**src/dmm_ctl_pkg.sv**
```systemverilog
// shared definitions for the multimeter control FPGA
// widths, register indices, mode and opcode enums, mux codes, timing constants
`default_nettype none

package dmm_ctl_pkg;

  //////////////////////////////
  // widths

  localparam int NUM_BITS       = 22;
  localparam int REG_WIDTH      = 24;
  localparam int NUM_PERIPH     = 8;
  localparam int MUX_WIDTH      = 4;
  localparam int MONITOR_WIDTH  = 8;
  localparam int MODE_WIDTH     = 2;

  // spi frame is one address byte then the data word
  localparam int ADDR_BITS      = 8;
  localparam int ADDR_WIDTH     = 7;
  localparam int FRAME_BITS     = ADDR_BITS + REG_WIDTH;
  localparam int WRITE_FLAG     = 7;
  // wide enough to count past FRAME_BITS without wrapping
  localparam int BIT_CNT_WIDTH  = 6;
  localparam int SYNC_STAGES    = 2;

  // 4094 strobe is active high, the remaining selects are active low
  localparam logic [NUM_PERIPH-1:0] CS_POLARITY = 8'b0000_0001;

  //////////////////////////////
  // register indices

  typedef enum logic [ADDR_WIDTH-1:0] {
    ADDR_LED          = 7'd1,
    ADDR_SPI_MUX      = 7'd2,
    ADDR_4094         = 7'd3,
    ADDR_MODE         = 7'd4,
    ADDR_TEST_PATTERN = 7'd5
  } reg_addr_t;

  // source of the control word
  typedef enum logic [MODE_WIDTH-1:0] {
    MODE_PATTERN = 2'd0,
    MODE_MCU     = 2'd1,
    MODE_COUNTER = 2'd2,
    MODE_CHARGE  = 2'd3
  } mode_t;

  //////////////////////////////
  // mux codes, bit 3 is the enable

  // enable, s2 routes himux2 through
  localparam logic [MUX_WIDTH-1:0] HIMUX_SEL_HIMUX2 = 4'b1001;
  // s4 ground, clears charge on the cap
  localparam logic [MUX_WIDTH-1:0] HIMUX2_SEL_GND   = 4'b1011;
  // s1 dcv source hi
  localparam logic [MUX_WIDTH-1:0] HIMUX2_SEL_DCV   = 4'b1000;

  // timing, one second per phase at 20 MHz
  localparam int CHARGE_PHASE_CYCLES = 20_000_000;
  localparam int PHASE_CNT_WIDTH     = 25;
  localparam int BLINK_BIT           = 21;

  //////////////////////////////
  // field positions in the control word

  localparam int AZMUX_LSB   = 0;
  localparam int HIMUX_LSB   = 4;
  localparam int HIMUX2_LSB  = 8;
  localparam int PC_SW_BIT   = 12;
  localparam int LED_BIT     = 13;
  localparam int MONITOR_LSB = 14;

endpackage

`default_nettype wire

```
**src/spi_reg_bank.sv**
```systemverilog
// spi slave sampled in the clk domain
// pin synchronizers, 32-bit frame shifter, read shifter
// and the five control registers with readback
`timescale 1ns/100ps
`default_nettype none

module spi_reg_bank import dmm_ctl_pkg::*; (
  input  wire                  clk,
  input  wire                  reset,
  input  wire                  spi_sclk,
  input  wire                  spi_cs_n,
  input  wire                  spi_mosi,
  output logic                 reg_dout,
  output logic [REG_WIDTH-1:0] reg_spi_mux,
  output logic [REG_WIDTH-1:0] reg_4094,
  output logic [REG_WIDTH-1:0] reg_led,
  output logic [REG_WIDTH-1:0] reg_test_pattern,
  output mode_t                reg_mode
);

  //////////////////////////////
  // pin synchronizers

  logic [SYNC_STAGES-1:0] sclk_sync;
  logic [SYNC_STAGES-1:0] cs_sync;
  logic [SYNC_STAGES-1:0] mosi_sync;
  logic                   sclk_prev;
  logic                   cs_prev;

  always_ff @(posedge clk or posedge reset)
  begin
    if (reset)
    begin
      sclk_sync <= '0;
      // chip select idles high
      cs_sync   <= '1;
      mosi_sync <= '0;
      sclk_prev <= 1'b0;
      cs_prev   <= 1'b1;
    end
    else
    begin
      sclk_sync <= {sclk_sync[SYNC_STAGES-2:0], spi_sclk};
      cs_sync   <= {cs_sync[SYNC_STAGES-2:0], spi_cs_n};
      mosi_sync <= {mosi_sync[SYNC_STAGES-2:0], spi_mosi};
      sclk_prev <= sclk_sync[SYNC_STAGES-1];
      cs_prev   <= cs_sync[SYNC_STAGES-1];
    end
  end

  logic sclk_s;
  logic cs_s;
  logic mosi_s;
  assign sclk_s = sclk_sync[SYNC_STAGES-1];
  assign cs_s   = cs_sync[SYNC_STAGES-1];
  assign mosi_s = mosi_sync[SYNC_STAGES-1];

  // edges only count while the frame is selected
  logic sclk_rise;
  logic sclk_fall;
  logic cs_fall;
  logic cs_rise;
  assign sclk_rise = ~cs_s & sclk_s & ~sclk_prev;
  assign sclk_fall = ~cs_s & ~sclk_s & sclk_prev;
  assign cs_fall   = ~cs_s & cs_prev;
  assign cs_rise   = cs_s & ~cs_prev;

  //////////////////////////////
  // frame shifter and bit count

  logic [FRAME_BITS-1:0]    frame_sr;
  logic [REG_WIDTH-1:0]     rd_sr;
  logic [REG_WIDTH-1:0]     rd_value;
  logic [BIT_CNT_WIDTH-1:0] bit_cnt;
  logic                     commit_pending;

  // mode 0, mosi taken on the rising sclk
  always_ff @(posedge clk)
  begin
    if (sclk_rise)
      frame_sr <= {frame_sr[FRAME_BITS-2:0], mosi_s};
  end

  // miso moves on the falling sclk, the first fall after the address loads it
  always_ff @(posedge clk)
  begin
    if (cs_fall)
      rd_sr <= '0;
    else if (sclk_fall)
    begin
      if (bit_cnt == BIT_CNT_WIDTH'(ADDR_BITS))
        rd_sr <= rd_value;
      else
        rd_sr <= {rd_sr[REG_WIDTH-2:0], 1'b0};
    end
  end

  assign reg_dout = rd_sr[REG_WIDTH-1];

  always_ff @(posedge clk or posedge reset)
  begin
    if (reset)
    begin
      bit_cnt        <= '0;
      commit_pending <= 1'b0;
    end
    else
    begin
      if (cs_fall)
        bit_cnt <= '0;
      // stops one past a full frame so long frames stay rejected
      else if (sclk_rise && bit_cnt <= BIT_CNT_WIDTH'(FRAME_BITS))
        bit_cnt <= bit_cnt + 1'b1;
      // write only on an exact frame with the write flag set
      commit_pending <= cs_rise && (bit_cnt == BIT_CNT_WIDTH'(FRAME_BITS))
                        && frame_sr[REG_WIDTH + WRITE_FLAG];
    end
  end

  //////////////////////////////
  // registers

  logic [ADDR_WIDTH-1:0] rd_addr;
  logic [ADDR_WIDTH-1:0] wr_addr;
  logic [REG_WIDTH-1:0]  wr_data;
  assign rd_addr = frame_sr[ADDR_WIDTH-1:0];
  assign wr_addr = frame_sr[REG_WIDTH +: ADDR_WIDTH];
  assign wr_data = frame_sr[REG_WIDTH-1:0];

  // readback, unknown index reads zero
  always_comb
  begin
    case (reg_addr_t'(rd_addr))
      ADDR_LED:          rd_value = reg_led;
      ADDR_SPI_MUX:      rd_value = reg_spi_mux;
      ADDR_4094:         rd_value = reg_4094;
      ADDR_MODE:         rd_value = REG_WIDTH'(reg_mode);
      ADDR_TEST_PATTERN: rd_value = reg_test_pattern;
      default:           rd_value = '0;
    endcase
  end

  always_ff @(posedge clk or posedge reset)
  begin
    if (reset)
    begin
      reg_led          <= '0;
      reg_spi_mux      <= '0;
      reg_4094         <= '0;
      reg_test_pattern <= '0;
      // mcu mode with a zero word keeps every pin low
      reg_mode         <= MODE_MCU;
    end
    else if (commit_pending)
    begin
      case (reg_addr_t'(wr_addr))
        ADDR_LED:          reg_led <= wr_data;
        ADDR_SPI_MUX:      reg_spi_mux <= wr_data;
        ADDR_4094:         reg_4094 <= wr_data;
        ADDR_MODE:         reg_mode <= mode_t'(wr_data[MODE_WIDTH-1:0]);
        ADDR_TEST_PATTERN: reg_test_pattern <= wr_data;
        default:           ;
      endcase
    end
  end

endmodule

`default_nettype wire

```
**src/spi_periph_route.sv**
```systemverilog
// routing of the second chip select to the external shift-register peripherals
// and arbitration of the miso pin
`timescale 1ns/100ps
`default_nettype none

module spi_periph_route import dmm_ctl_pkg::*; (
  input  wire                   spi_sclk,
  input  wire                   spi_cs2_n,
  input  wire                   spi_mosi,
  input  wire                   spi_cs_n,
  input  wire                   reg_dout,
  input  wire  [NUM_PERIPH-1:0] reg_spi_mux,
  input  wire  [NUM_PERIPH-1:0] spi_miso_vec,
  output logic [NUM_PERIPH-1:0] spi_cs_vec,
  output logic [NUM_PERIPH-1:0] spi_sclk_vec,
  output logic [NUM_PERIPH-1:0] spi_mosi_vec,
  output logic                  spi_miso
);

  // peripherals picked by the mux register while cs2 is asserted
  logic [NUM_PERIPH-1:0] sel_vec;
  assign sel_vec = reg_spi_mux & {NUM_PERIPH{~spi_cs2_n}};

  // selected bit takes its active level, the rest sit inactive
  assign spi_cs_vec = CS_POLARITY ^ ~sel_vec;

  // clock and data only reach selected peripherals
  assign spi_sclk_vec = sel_vec & {NUM_PERIPH{spi_sclk}};
  assign spi_mosi_vec = sel_vec & {NUM_PERIPH{spi_mosi}};

  // register bank wins while its own chip select is low
  always_comb
  begin
    if (!spi_cs_n)
      spi_miso = reg_dout;
    else if (!spi_cs2_n)
      spi_miso = |(spi_miso_vec & sel_vec);
    else
      spi_miso = 1'b0;
  end

endmodule

`default_nettype wire

```
**src/pattern_gen.sv**
```systemverilog
// free-running counter feeding the counter word and the blink test pattern
`timescale 1ns/100ps
`default_nettype none

module pattern_gen import dmm_ctl_pkg::*; (
  input  wire                 clk,
  input  wire                 reset,
  output logic [NUM_BITS-1:0] counter_word,
  output logic [NUM_BITS-1:0] pattern_word
);

  logic [NUM_BITS-1:0] count;

  always_ff @(posedge clk or posedge reset)
  begin
    if (reset)
      count <= '0;
    else
      count <= count + 1'b1;
  end

  // counter mode shows the raw count on every pin
  assign counter_word = count;

  // pattern mode, muxes and pre-charge off
  always_comb
  begin
    pattern_word = '0;
    // monitor pins step with the low byte
    pattern_word[MONITOR_LSB +: MONITOR_WIDTH] = count[MONITOR_WIDTH-1:0];
    // slow blink on the led
    pattern_word[LED_BIT] = count[BLINK_BIT];
  end

endmodule

`default_nettype wire

```
**src/charge_sequencer.sv**
```systemverilog
// accumulation-capacitor charge test
// alternates a discharge phase to ground with a charge phase from the dcv source
`timescale 1ns/100ps
`default_nettype none

module charge_sequencer import dmm_ctl_pkg::*; #(
  parameter int phase_cycles = CHARGE_PHASE_CYCLES
) (
  input  wire                 clk,
  input  wire                 reset,
  output logic [NUM_BITS-1:0] charge_word
);

  //////////////////////////////
  // phase timer

  logic [PHASE_CNT_WIDTH-1:0] phase_cnt;
  // low is discharge, high is charge
  logic                       charging;

  always_ff @(posedge clk or posedge reset)
  begin
    if (reset)
    begin
      phase_cnt <= '0;
      charging  <= 1'b0;
    end
    else if (phase_cnt == PHASE_CNT_WIDTH'(phase_cycles - 1))
    begin
      // end of phase, swap and start over
      phase_cnt <= '0;
      charging  <= ~charging;
    end
    else
      phase_cnt <= phase_cnt + 1'b1;
  end

  //////////////////////////////
  // control word

  always_comb
  begin
    // azmux, pre-charge and monitor stay zero
    charge_word = '0;
    // himux passes himux2 through in both phases
    charge_word[HIMUX_LSB +: MUX_WIDTH] = HIMUX_SEL_HIMUX2;
    if (charging)
    begin
      // cap charges from the dcv source, led on to show it
      charge_word[HIMUX2_LSB +: MUX_WIDTH] = HIMUX2_SEL_DCV;
      charge_word[LED_BIT] = 1'b1;
    end
    else
    begin
      // ground clears the cap
      charge_word[HIMUX2_LSB +: MUX_WIDTH] = HIMUX2_SEL_GND;
      charge_word[LED_BIT] = 1'b0;
    end
  end

endmodule

`default_nettype wire

```
**src/output_select.sv**
```systemverilog
// mode-driven selection of the control word
// registered so the pins change cleanly, then split into pin fields
`timescale 1ns/100ps
`default_nettype none

module output_select import dmm_ctl_pkg::*; (
  input  wire                      clk,
  input  wire                      reset,
  input  mode_t                    reg_mode,
  input  wire  [NUM_BITS-1:0]      pattern_word,
  input  wire  [NUM_BITS-1:0]      mcu_word,
  input  wire  [NUM_BITS-1:0]      counter_word,
  input  wire  [NUM_BITS-1:0]      charge_word,
  output logic [MUX_WIDTH-1:0]     azmux_ctl,
  output logic [MUX_WIDTH-1:0]     himux_ctl,
  output logic [MUX_WIDTH-1:0]     himux2_ctl,
  output logic                     pc_sw_ctl,
  output logic                     led,
  output logic [MONITOR_WIDTH-1:0] monitor
);

  logic [NUM_BITS-1:0] sel_word;
  logic [NUM_BITS-1:0] ctl_word;

  // four-way source pick
  always_comb
  begin
    case (reg_mode)
      MODE_PATTERN: sel_word = pattern_word;
      MODE_MCU:     sel_word = mcu_word;
      MODE_COUNTER: sel_word = counter_word;
      MODE_CHARGE:  sel_word = charge_word;
      default:      sel_word = '0;
    endcase
  end

  // all pins low out of reset
  always_ff @(posedge clk or posedge reset)
  begin
    if (reset)
      ctl_word <= '0;
    else
      ctl_word <= sel_word;
  end

  // pin fields
  assign azmux_ctl  = ctl_word[AZMUX_LSB +: MUX_WIDTH];
  assign himux_ctl  = ctl_word[HIMUX_LSB +: MUX_WIDTH];
  assign himux2_ctl = ctl_word[HIMUX2_LSB +: MUX_WIDTH];
  assign pc_sw_ctl  = ctl_word[PC_SW_BIT];
  assign led        = ctl_word[LED_BIT];
  assign monitor    = ctl_word[MONITOR_LSB +: MONITOR_WIDTH];

endmodule

`default_nettype wire

```
**src/dmm_ctl_top.sv**
```systemverilog
// top level of the multimeter control FPGA
// spi register bank, peripheral routing, word sources and pin output
`timescale 1ns/100ps
`default_nettype none

module dmm_ctl_top import dmm_ctl_pkg::*; #(
  parameter int phase_cycles = CHARGE_PHASE_CYCLES
) (
  input  wire                       clk,
  input  wire                       reset,
  // mcu spi
  input  wire                       spi_sclk,
  input  wire                       spi_cs_n,
  input  wire                       spi_cs2_n,
  input  wire                       spi_mosi,
  output logic                      spi_miso,
  // peripheral spi fan-out
  input  wire  [NUM_PERIPH-1:0]     spi_miso_vec,
  output logic [NUM_PERIPH-1:0]     spi_cs_vec,
  output logic [NUM_PERIPH-1:0]     spi_sclk_vec,
  output logic [NUM_PERIPH-1:0]     spi_mosi_vec,
  output logic                      oe_4094,
  // analog control pins
  output logic [MUX_WIDTH-1:0]      azmux_ctl,
  output logic [MUX_WIDTH-1:0]      himux_ctl,
  output logic [MUX_WIDTH-1:0]      himux2_ctl,
  output logic                      pc_sw_ctl,
  output logic                      led,
  output logic [MONITOR_WIDTH-1:0]  monitor
);

  logic                 reg_dout;
  logic [REG_WIDTH-1:0] reg_spi_mux;
  logic [REG_WIDTH-1:0] reg_4094;
  logic [REG_WIDTH-1:0] reg_test_pattern;
  mode_t                reg_mode;
  logic [NUM_BITS-1:0]  counter_word;
  logic [NUM_BITS-1:0]  pattern_word;
  logic [NUM_BITS-1:0]  charge_word;

  //////////////////////////////
  // spi

  // led register is readback storage only, nothing drives a pin from it
  spi_reg_bank spi_reg_bank_inst (
    .clk              (clk),
    .reset            (reset),
    .spi_sclk         (spi_sclk),
    .spi_cs_n         (spi_cs_n),
    .spi_mosi         (spi_mosi),
    .reg_dout         (reg_dout),
    .reg_spi_mux      (reg_spi_mux),
    .reg_4094         (reg_4094),
    .reg_led          (),
    .reg_test_pattern (reg_test_pattern),
    .reg_mode         (reg_mode)
  );

  spi_periph_route spi_periph_route_inst (
    .spi_sclk     (spi_sclk),
    .spi_cs2_n    (spi_cs2_n),
    .spi_mosi     (spi_mosi),
    .spi_cs_n     (spi_cs_n),
    .reg_dout     (reg_dout),
    .reg_spi_mux  (reg_spi_mux[NUM_PERIPH-1:0]),
    .spi_miso_vec (spi_miso_vec),
    .spi_cs_vec   (spi_cs_vec),
    .spi_sclk_vec (spi_sclk_vec),
    .spi_mosi_vec (spi_mosi_vec),
    .spi_miso     (spi_miso)
  );

  // 4094 output enable under mcu control
  assign oe_4094 = reg_4094[0];

  //////////////////////////////
  // word sources and output

  pattern_gen pattern_gen_inst (
    .clk          (clk),
    .reset        (reset),
    .counter_word (counter_word),
    .pattern_word (pattern_word)
  );

  charge_sequencer #(
    .phase_cycles (phase_cycles)
  ) charge_sequencer_inst (
    .clk         (clk),
    .reset       (reset),
    .charge_word (charge_word)
  );

  // mcu word is the low part of the test pattern register
  output_select output_select_inst (
    .clk          (clk),
    .reset        (reset),
    .reg_mode     (reg_mode),
    .pattern_word (pattern_word),
    .mcu_word     (reg_test_pattern[NUM_BITS-1:0]),
    .counter_word (counter_word),
    .charge_word  (charge_word),
    .azmux_ctl    (azmux_ctl),
    .himux_ctl    (himux_ctl),
    .himux2_ctl   (himux2_ctl),
    .pc_sw_ctl    (pc_sw_ctl),
    .led          (led),
    .monitor      (monitor)
  );

endmodule

`default_nettype wire

```
**config.mk**
```make
export PLATFORM = sky130hd
export DESIGN_NAME = dmm_ctl_top
export DESIGN_NICKNAME = d
export VERILOG_FILES = /design/src/dmm_ctl_pkg.sv /design/src/spi_reg_bank.sv /design/src/spi_periph_route.sv /design/src/pattern_gen.sv /design/src/charge_sequencer.sv /design/src/output_select.sv /design/src/dmm_ctl_top.sv
export SDC_FILE = /design/constraint.sdc
export NUM_CORES = 1
export LEC_CHECK = 0
export BUFFER_PORTS_ARGS = -buffer_cell sky130_fd_sc_hd__buf_2
export CORE_ASPECT_RATIO = 0.75
export CORE_UTILIZATION = 54
export DETAILED_ROUTE_END_ITERATION = 10
export GPL_ROUTABILITY_DRIVEN = 0
export PLACE_DENSITY = 0.77
export SYNTH_ARGS = -nofsm -noshare
export SYNTH_HDL_FRONTEND = slang
export SYNTH_SLANG_ARGS = --single-unit
```
**constraint.sdc**
```tcl
create_clock -name clk -period 10.6 [get_ports clk]
set_clock_uncertainty 0.2 [all_clocks]
set_input_delay 2.12 -clock clk [delete_from_list [all_inputs] [get_ports clk]]
set_output_delay 2.12 -clock clk [all_outputs]
set_load 0.005 [all_outputs]
```
Word-level counts from Yosys, hierarchy flattened --
Index checks and enable logic that the tools add are counted.
Word-level totals: register bits 239, input port bits 14, logic and storage cells 77
Cells by class: add/sub/neg operators 3, magnitude comparators 1, eq/ne operators 16, mux-type cells 10, bitwise operators 18, reduce and logical (&&, ||, !) cells 11
Operator list (count):
- case mux 24 bit (5 select lines) | 1
- case mux 22 bit (4 select lines) | 1
- bitwise AND 8 bit | 4
- == test 7 x 2 -> 1 bit (second input constant) | 4
- == test 7 x 3 -> 1 bit (second input constant) | 4
- adder 25 x 1 -> 25 bit (second input constant) | 1
- == test 25 bit (second input constant) | 1
- two-way mux 25 bit | 1
- two-way mux 24 bit | 1
- adder 22 x 1 -> 22 bit (second input constant) | 1
- == test 7 x 1 -> 1 bit (second input constant) | 2
- two-way mux 6 bit | 2
- AND reduction 2 bit | 5
- NOT 8 bit | 1
- OR reduction 8 bit | 1
- NOT 1 bit | 7
- adder 6 x 1 -> 6 bit (second input constant) | 1
- bitwise AND 1 bit | 6
- == test 6 x 4 -> 1 bit (second input constant) | 1
- == test 6 bit (second input constant) | 1
- <= comparator 6 bit (second input constant) | 1
- == test 2 bit (second input constant) | 2
- logical AND 1 bit | 3
- two-way mux 1 bit | 3
- 4 further kinds | 4

Logic depth before layout (Yosys ltp) --
Gate-level depths: netlist of the first run.
depth in word-level cells 6, mapped depth 8, depth with buffers taken out 6

By module --
From an unflattened synthesis of the first run, not the netlist that was laid out.
Second synthesis, totals: cell total of the unflattened synthesis 812, area total of the unflattened synthesis 10744.1 sq um
By module, submodules not included:
- spi_reg_bank | instances 1, cells an instance 489, area an instance 6939.2 sq um
- charge_sequencer | instances 1, cells an instance 142, area an instance 1401.3 sq um
- pattern_gen | instances 1, cells an instance 98, area an instance 1108.6 sq um
- output_select | instances 1, cells an instance 49, area an instance 1089.8 sq um
- spi_periph_route | instances 1, cells an instance 34, area an instance 205.2 sq um

Least setup slack after synthesis of the first run --
No wires, ideal clock.
kind input-to-output, from in spi_miso_vec[1], to out spi_miso, data arrival time 2.892 ns, required time 8.280 ns, path slack 5.388 ns, cell stages on the path 4, path buffers 0, cell sequence a22o_1 -> a221oi_1 -> a31oi_1 -> mux2_2
Between the ends: cells in the longest elaborated chain, start to end 4
Ends and longest elaborated chain:
- from (decl) | RTL line dmm_ctl_top.sv:18 | input wire [NUM_PERIPH-1:0] spi_miso_vec,
- bitwise AND 8 bit | RTL line spi_periph_route.sv:37 | spi_miso = |(spi_miso_vec & sel_vec);
- OR reduction 8 bit | RTL line spi_periph_route.sv:37
- two-way mux 1 bit | RTL line spi_periph_route.sv:36 | else if (!spi_cs2_n)
- two-way mux 1 bit | RTL line spi_periph_route.sv:34 | if (!spi_cs_n)
- to (decl) | RTL line dmm_ctl_top.sv:16 | output logic spi_miso,
Every way passes these cells.

Worst setup path after layout of the first run --
Ends and elaborated chain as after synthesis.

==> results of run 1 <==
## report_power, final
part           total (uW)  switching, uW  internal (uW)
clock network         817            348            469
logic                54.8           38.4           16.4
registers             954           10.2            944
total                1830            396           1430
## per-layer routing
layer / vias up / part of all wire [%]
li1: 3235 / -
met3: 33 / 5.8
met2: 210 / 44
met1: 3516 / 48
met4: 0 / 2.1
met5: - / 0
## through the flow
step | cells | setup WS (ps) | util [%]
finish | 1180 | 4900 | 62.7
global route | 1180 | 4740 | 62.7
CTS | 1180 | 4900 | 62.7
detailed placement | 1139 | 4900 | 58.6
global placement | 1139 | 4950 | 58.6
floorplan | 873 | 3310 | -
## synth_stat cells (2+ instances only)
cell type  count  area [sq um]
dfrtp_1      179          4480
mux2_1        96          1080
nor3_1        54           270
mux2i_1       52           521
nand2_1       49           184
nor2_1        39           146
o21ai_0       36           180
clkbuf_1      33           124
edfxtp_1      32           961
xnor2_1       26           228
a31oi_1       24           150
dfxtp_1       24           480
o211ai_1      22           165
inv_1         19          71.3
nand3_1       18          90.1
xor2_1        17           149
a21oi_1       13          65.1
buf_2         12          60.1
a22o_1        11          96.3
and3_1        11          68.8
buf_1         11          41.3
nor2b_1       11          68.8
nand2b_1      10          62.6
nand4_1        8          50.1
nor4_1         6          37.5
or4_1          6          45.0
and4_1         4          35.0
dfstp_2        4           105
ha_1           4          50.1
mux2_2         4          45.0
nor4b_1        4          35.0
and2_1         3          18.8
or3_1          3          18.8
nand4b_1       2          17.5
nor3b_1        2          15.0
or3b_1         2          17.5
## flip-flops by register name, summed over array words and instances, names as in the netlist, 2 cells and up
name and count:
spi_reg_bank_inst.cs_sync 2, pattern_gen_inst.counter_word 22, spi_reg_bank_inst.reg_led 24, spi_reg_bank_inst.reg_spi_mux 24, spi_reg_bank_inst.mosi_sync 2, spi_reg_bank_inst.reg_4094 24
spi_reg_bank_inst.rd_sr 24, spi_reg_bank_inst.reg_mode 2, spi_reg_bank_inst.bit_cnt 6, spi_reg_bank_inst.frame_sr 32, output_select_inst.ctl_word 22, charge_sequencer_inst.phase_cnt 25
spi_reg_bank_inst.sclk_sync 2, spi_reg_bank_inst.reg_test_pattern 24
## final timing paths
check | slack, ps | cells after the start | to | from
worst max-delay path | 4900 | 6 | spi_miso | spi_miso_vec[1]
worst min-delay path | 150 | 0 | spi_reg_bank_inst.mosi_sync[1] | spi_reg_bank_inst.mosi_sync[0]
worst max register to register | 7690 | 5 | spi_reg_bank_inst.rd_sr[18] | spi_reg_bank_inst.frame_sr[3]
worst min register to register | 150 | 0 | spi_reg_bank_inst.mosi_sync[1] | spi_reg_bank_inst.mosi_sync[0]
max in group asynchronous | 7420 | 3 | spi_reg_bank_inst.reg_spi_mux[12] | reset
min in group asynchronous | 1520 | 2 | pattern_gen_inst.counter_word[10] | reset
## layout make-up
class	count	area share, %
clock buffer	34	6.11
clock inverter	7	0.394
inverter	19	0.650
multi-input combinational	559	35.4
sequential	239	51.3
tap	247	2.63
timing repair buffer	75	3.50
## cells by family (layout without fill, tap and decap cells)
logic type	Yosys count	in the layout	synth area share [%]
xor gates and xnor gates	43	43	3.60
adders and majority gates	4	4	0.479
and+or+nand+nor	241	241	12.2
AOI/OAI and AO/OA	118	118	7.27
DFF	239	239	57.6
buffers and inverters	75	135	2.84
muxes	153	153	16.0
==> results.yml, run 1 <==
hold_path:
  min_path_type: "reg -> reg"
routing:
  drt_first_iter_violations: 530
  drc: 0
  first_pass_iters: 5
  ant_nets: 0
  routed_wirelength_mm: 22.3
  avgViaCountPerCell: 5.93
  routedWlPerCell_um: 18.9
  vias: 6994
sta:
  fin_hold_ws_ps: 149
  fin_crit_ps: 5700
  tns_ps: 0
  max_slew_margin_pct: 31.4
  rsz0062_at_grt: "no"
  worst_pin_slew_ps: 1030
  hold_viol_final: 0
  slew_viol_final: 0
  fmax_mhz: 175
  finalCritPeriodShare_pct: 53.8
  setup_viol: 0
worst_setup_path:
  cp-end-kind: "output port"
  arrival_ps: 3380
  crit_slowest_cell: "mux2_2"
  critical_path_buf_inv_count: 2
  crit_path_frequent_cell: "buf_2"
  required_ps: 8280
  critPathMaxStageDelay_ps: 320
  path_cells: "buf_2 -> a22o_1 -> a221oi_1 -> a31oi_1 -> mux2_2 -> buf_2"
  worstSetupPathType: "in -> out"
  critPathMaxFanout: 1
  worst_setup_path_start_kind: "input pin"
  cpLargestDelayFamily: "compound AO/OA/AOI/OAI gates"
grt:
  met3_usage_pct: 3.85
  use_met1_pct: 35.3
  gr-max-usage-layer: "met2"
  grt_start_max_net_pins: 77
  grt_pass1_vias: 6786
  grt_pass1_wl_mm: 36.5
  grt_antenna_before_repair: 0
  overflow: 0
  track_usage_pct: 23.5
  grtUsageMet2_pct: 35.4
synth:
  synth_edf_count: 32
  async_reset_ff_share_pct: 76.6
  synth.distinct_cells: 58
  synth_warnings: 0
  synthesis.nets: 891
  ys_seq_elements: 239
  syn_avg_cell_area_sq_um: 12.0
  netlist_area_sq_um: 10500
  synthCells: 873
  synth_top_flop_cell: "dfrtp_1"
  ys_seq_area_share_pct: 57.6
cells_and_area:
  final_cell_mix: "dfrtp_1 (179), mux2_1 (96), buf_2 (61), nor3_1 (53), mux2i_1 (52)"
  area_growth_pct: 12.2
  layout_commonest_cell: "dfrtp_1"
  antennaDiodeCount: 0
  area.sequential_sq_um: 6030
  multi_input_area_sq_um: 4150
  fin_area_sq_um: 11700
  final.fill_count: 1389
  final_nets: 935
  drive_above_1_share_pct: 14.3
outcome:
  status: "finished, final reports clean"
die:
  io_pins: 62
  start_util_pct: 55.9
  rows: 43
  die_h_um: 123
  core_sq_um: 18700
  dieArea_sq_um: 19900
  die_x_um: 163
run:
  drv_cap: 0
clock_network:
  cts-buffers-inserted: 23
  cts_tree: "done"
  insertion_delay_ps: 510
  htreeDepth: 1
  clkTransAtPathRegs_ps: 60
  clock-sinks: 239
  hold_buffers: 0
  ctsResizeCount: 0
  cts_setup_buffers: 0
  cts_root_buffer: "clkbuf_16"
  clockBufferDepth: 3
placed_design:
  dp_hpwl_mm: 13.9
  io_buffer_count: 61
  placed_area_sq_um: 11000
power:
  p_total_uw: 1830
  power_density_nw_per_um2: 156
  p_leak_uw: 0.00545
  ir_drop_mv: 0.128
(Power assumes the default switching activity.)
==> inputs of run 2 (changes only) <==
--- a/config.mk
+++ b/config.mk
@@ -10,7 +10,7 @@
 export CORE_UTILIZATION = 54
 export DETAILED_ROUTE_END_ITERATION = 10
 export GPL_ROUTABILITY_DRIVEN = 0
-export PLACE_DENSITY = 0.77
+export PLACE_DENSITY = 0.8
 export SYNTH_ARGS = -nofsm -noshare
 export SYNTH_HDL_FRONTEND = slang
 export SYNTH_SLANG_ARGS = --single-unit
==> constraint.sdc (replaced) <==
create_clock -name clk -period 5 [get_ports clk]
set_clock_uncertainty 0.2 [all_clocks]
set_input_delay 1 -clock clk [delete_from_list [all_inputs] [get_ports clk]]
set_output_delay 1 -clock clk [all_outputs]
set_load 0.005 [all_outputs]
==> results.yml, run 2 (same netlist as run 1, synthesis figures left out) <==
routing:
  first_pass_iters: 5
  routed_wirelength_mm: 22.7
  avgViaCountPerCell: 5.99
  drt_first_iter_violations: 746
  routedWlPerCell_um: 19.2
  drc: 0
  ant_nets: 0
  vias: 7075
sta:
  tns_ps: 0
  finalCritPeriodShare_pct: 70.0
  fin_hold_ws_ps: 155
  max_slew_margin_pct: 26.3
  worst_pin_slew_ps: 1100
  fin_crit_ps: 3500
  slew_viol_final: 0
  rsz0062_at_grt: "no"
  setup_viol: 0
  hold_viol_final: 0
  fmax_mhz: 286
die:
  rows: 43
  core_sq_um: 18700
  dieArea_sq_um: 19900
  die_x_um: 163
  start_util_pct: 55.9
  die_h_um: 123
  io_pins: 62
cells_and_area:
  final_cell_mix: "dfrtp_1 (179), mux2_1 (96), buf_2 (61), nor3_1 (53), mux2i_1 (52)"
  area.sequential_sq_um: 6030
  multi_input_area_sq_um: 4150
  instances_no_fill: 1182
  antennaDiodeCount: 0
  regMostFlops: "spi_reg_bank_inst.frame_sr"
  drive_above_1_share_pct: 13.9
  final_nets: 937
  largest_reg_flops: 32
  layout_commonest_cell: "dfrtp_1"
  final.fill_count: 1404
  largest_registers: "spi_reg_bank_inst.frame_sr (32), charge_sequencer_inst.phase_cnt (25)"
  area_growth_pct: 12.1
worst_setup_path:
  cpLargestDelayFamily: "compound AO/OA/AOI/OAI gates"
  cp.depth: 6
  crit_path_frequent_cell: "buf_2"
  worstSetupPathType: "in -> out"
  critPathMaxFanout: 9
  crit_slowest_cell: "a222oi_1"
  required_ps: 3800
  cp-end-kind: "output port"
  reg2regPathDepth: 4
  critPathMaxStageDelay_ps: 360
  arrival_ps: 2300
  path_cells: "buf_2 -> nor2b_1 -> a222oi_1 -> a31oi_1 -> mux2_2 -> buf_2"
  worst_setup_path_start_kind: "input pin"
  critical_path_buf_inv_count: 2
outcome:
  status: "finished, final reports clean"
grt:
  grt_start_max_net_pins: 65
  track_usage_pct: 23.8
  grt_antenna_before_repair: 0
  overflow: 0
  grt_pass1_wl_mm: 37.1
  grt_pass1_vias: 6845
power:
  power.switching_uw: 835
  combPwrFrac_pct: 3.1
  swShare_pct: 21.9
  p_total_uw: 3820
  clkPwrFrac_pct: 43.9
  power_density_nw_per_um2: 326
  p_leak_uw: 0.00543
  p_int_uw: 2980
  sequentialPowerShare_pct: 53.1
  ir_drop_mv: 0.233
clock_network:
  clkTransAtPathRegs_ps: 60
  cts_root_buffer: "clkbuf_16"
  cts_tree: "done"
  clockBufferDepth: 3
  insertion_delay_ps: 510
  cts-buffers-inserted: 23
  cts_setup_buffers: 0
  hold_buffers: 0
  htreeDepth: 1
  ctsResizeCount: 0
  clock-sinks: 239
hold_path:
  min_path_type: "reg -> reg"
  hold_path_depth: 0
placed_design:
  dp_hpwl_mm: 14.5
  placed_cells: 1141
  io_buffer_count: 61
run:
  drv_cap: 0
[run 2: power groups by stage]
| stage | Sequential, uW | Combinational [uW] | Clock (uW) |
|---|---|---|---|
| after CTS | 2020 | 120 | 1690 |
| after floorplan | 2050 | 84.4 | 0 |
| after global placement | 2060 | 113 | 0 |
| after detailed placement | 2060 | 117 | 0 |
| after global routing | 2030 | 134 | 1780 |
| final | 2030 | 118 | 1670 |
[run 2: cell type report]
cell class / instances / area share (%)
well taps: 247 / 2.64
clock buffers: 30 / 5.39
flip-flops and latches: 239 / 51.4
repair buffers: 77 / 3.84
inverters: 19 / 0.640
clock inverters: 11 / 0.758
multi-input cells: 559 / 35.4
[run 2: metal layers]
layer  track usage, %  wire length [um]
met5                0                 0
met4             5.67               457
met3             3.79              1400
met2             38.0             10300
met1             34.4             10500
[run 2: final timing paths]
path	startpoint	endpoint	slack, ps
setup / recovery	spi_cs2_n	spi_miso	1500
hold / removal	spi_reg_bank_inst.cs_sync[0]	spi_reg_bank_inst.cs_sync[1]	160
setup reg to reg	spi_reg_bank_inst.frame_sr[0]	spi_reg_bank_inst.rd_sr[1]	2130
hold reg to reg	spi_reg_bank_inst.cs_sync[0]	spi_reg_bank_inst.cs_sync[1]	160
max in group asynchronous	reset	charge_sequencer_inst.phase_cnt[8]	3180
min in group asynchronous	reset	charge_sequencer_inst.phase_cnt[15]	560
[run 2: stage by stage]
step                setup slack, ps  cell area, sq um  utilization [%]
CTS                            1510             11700             62.6
global placement               1560             11000             58.8
finish                         1500             11700             62.6
detailed placement             1510             11000             58.8
floorplan                      1450             10500                -
global route                   1400             11700             62.6
[run 2: worst register-to-register path, cell delays in order, from the launching register on]
cell       delay, ps
edfxtp_1         860
nand2b_1         800
or3_1            600
o211a_1          220
o2bb2ai_1        130
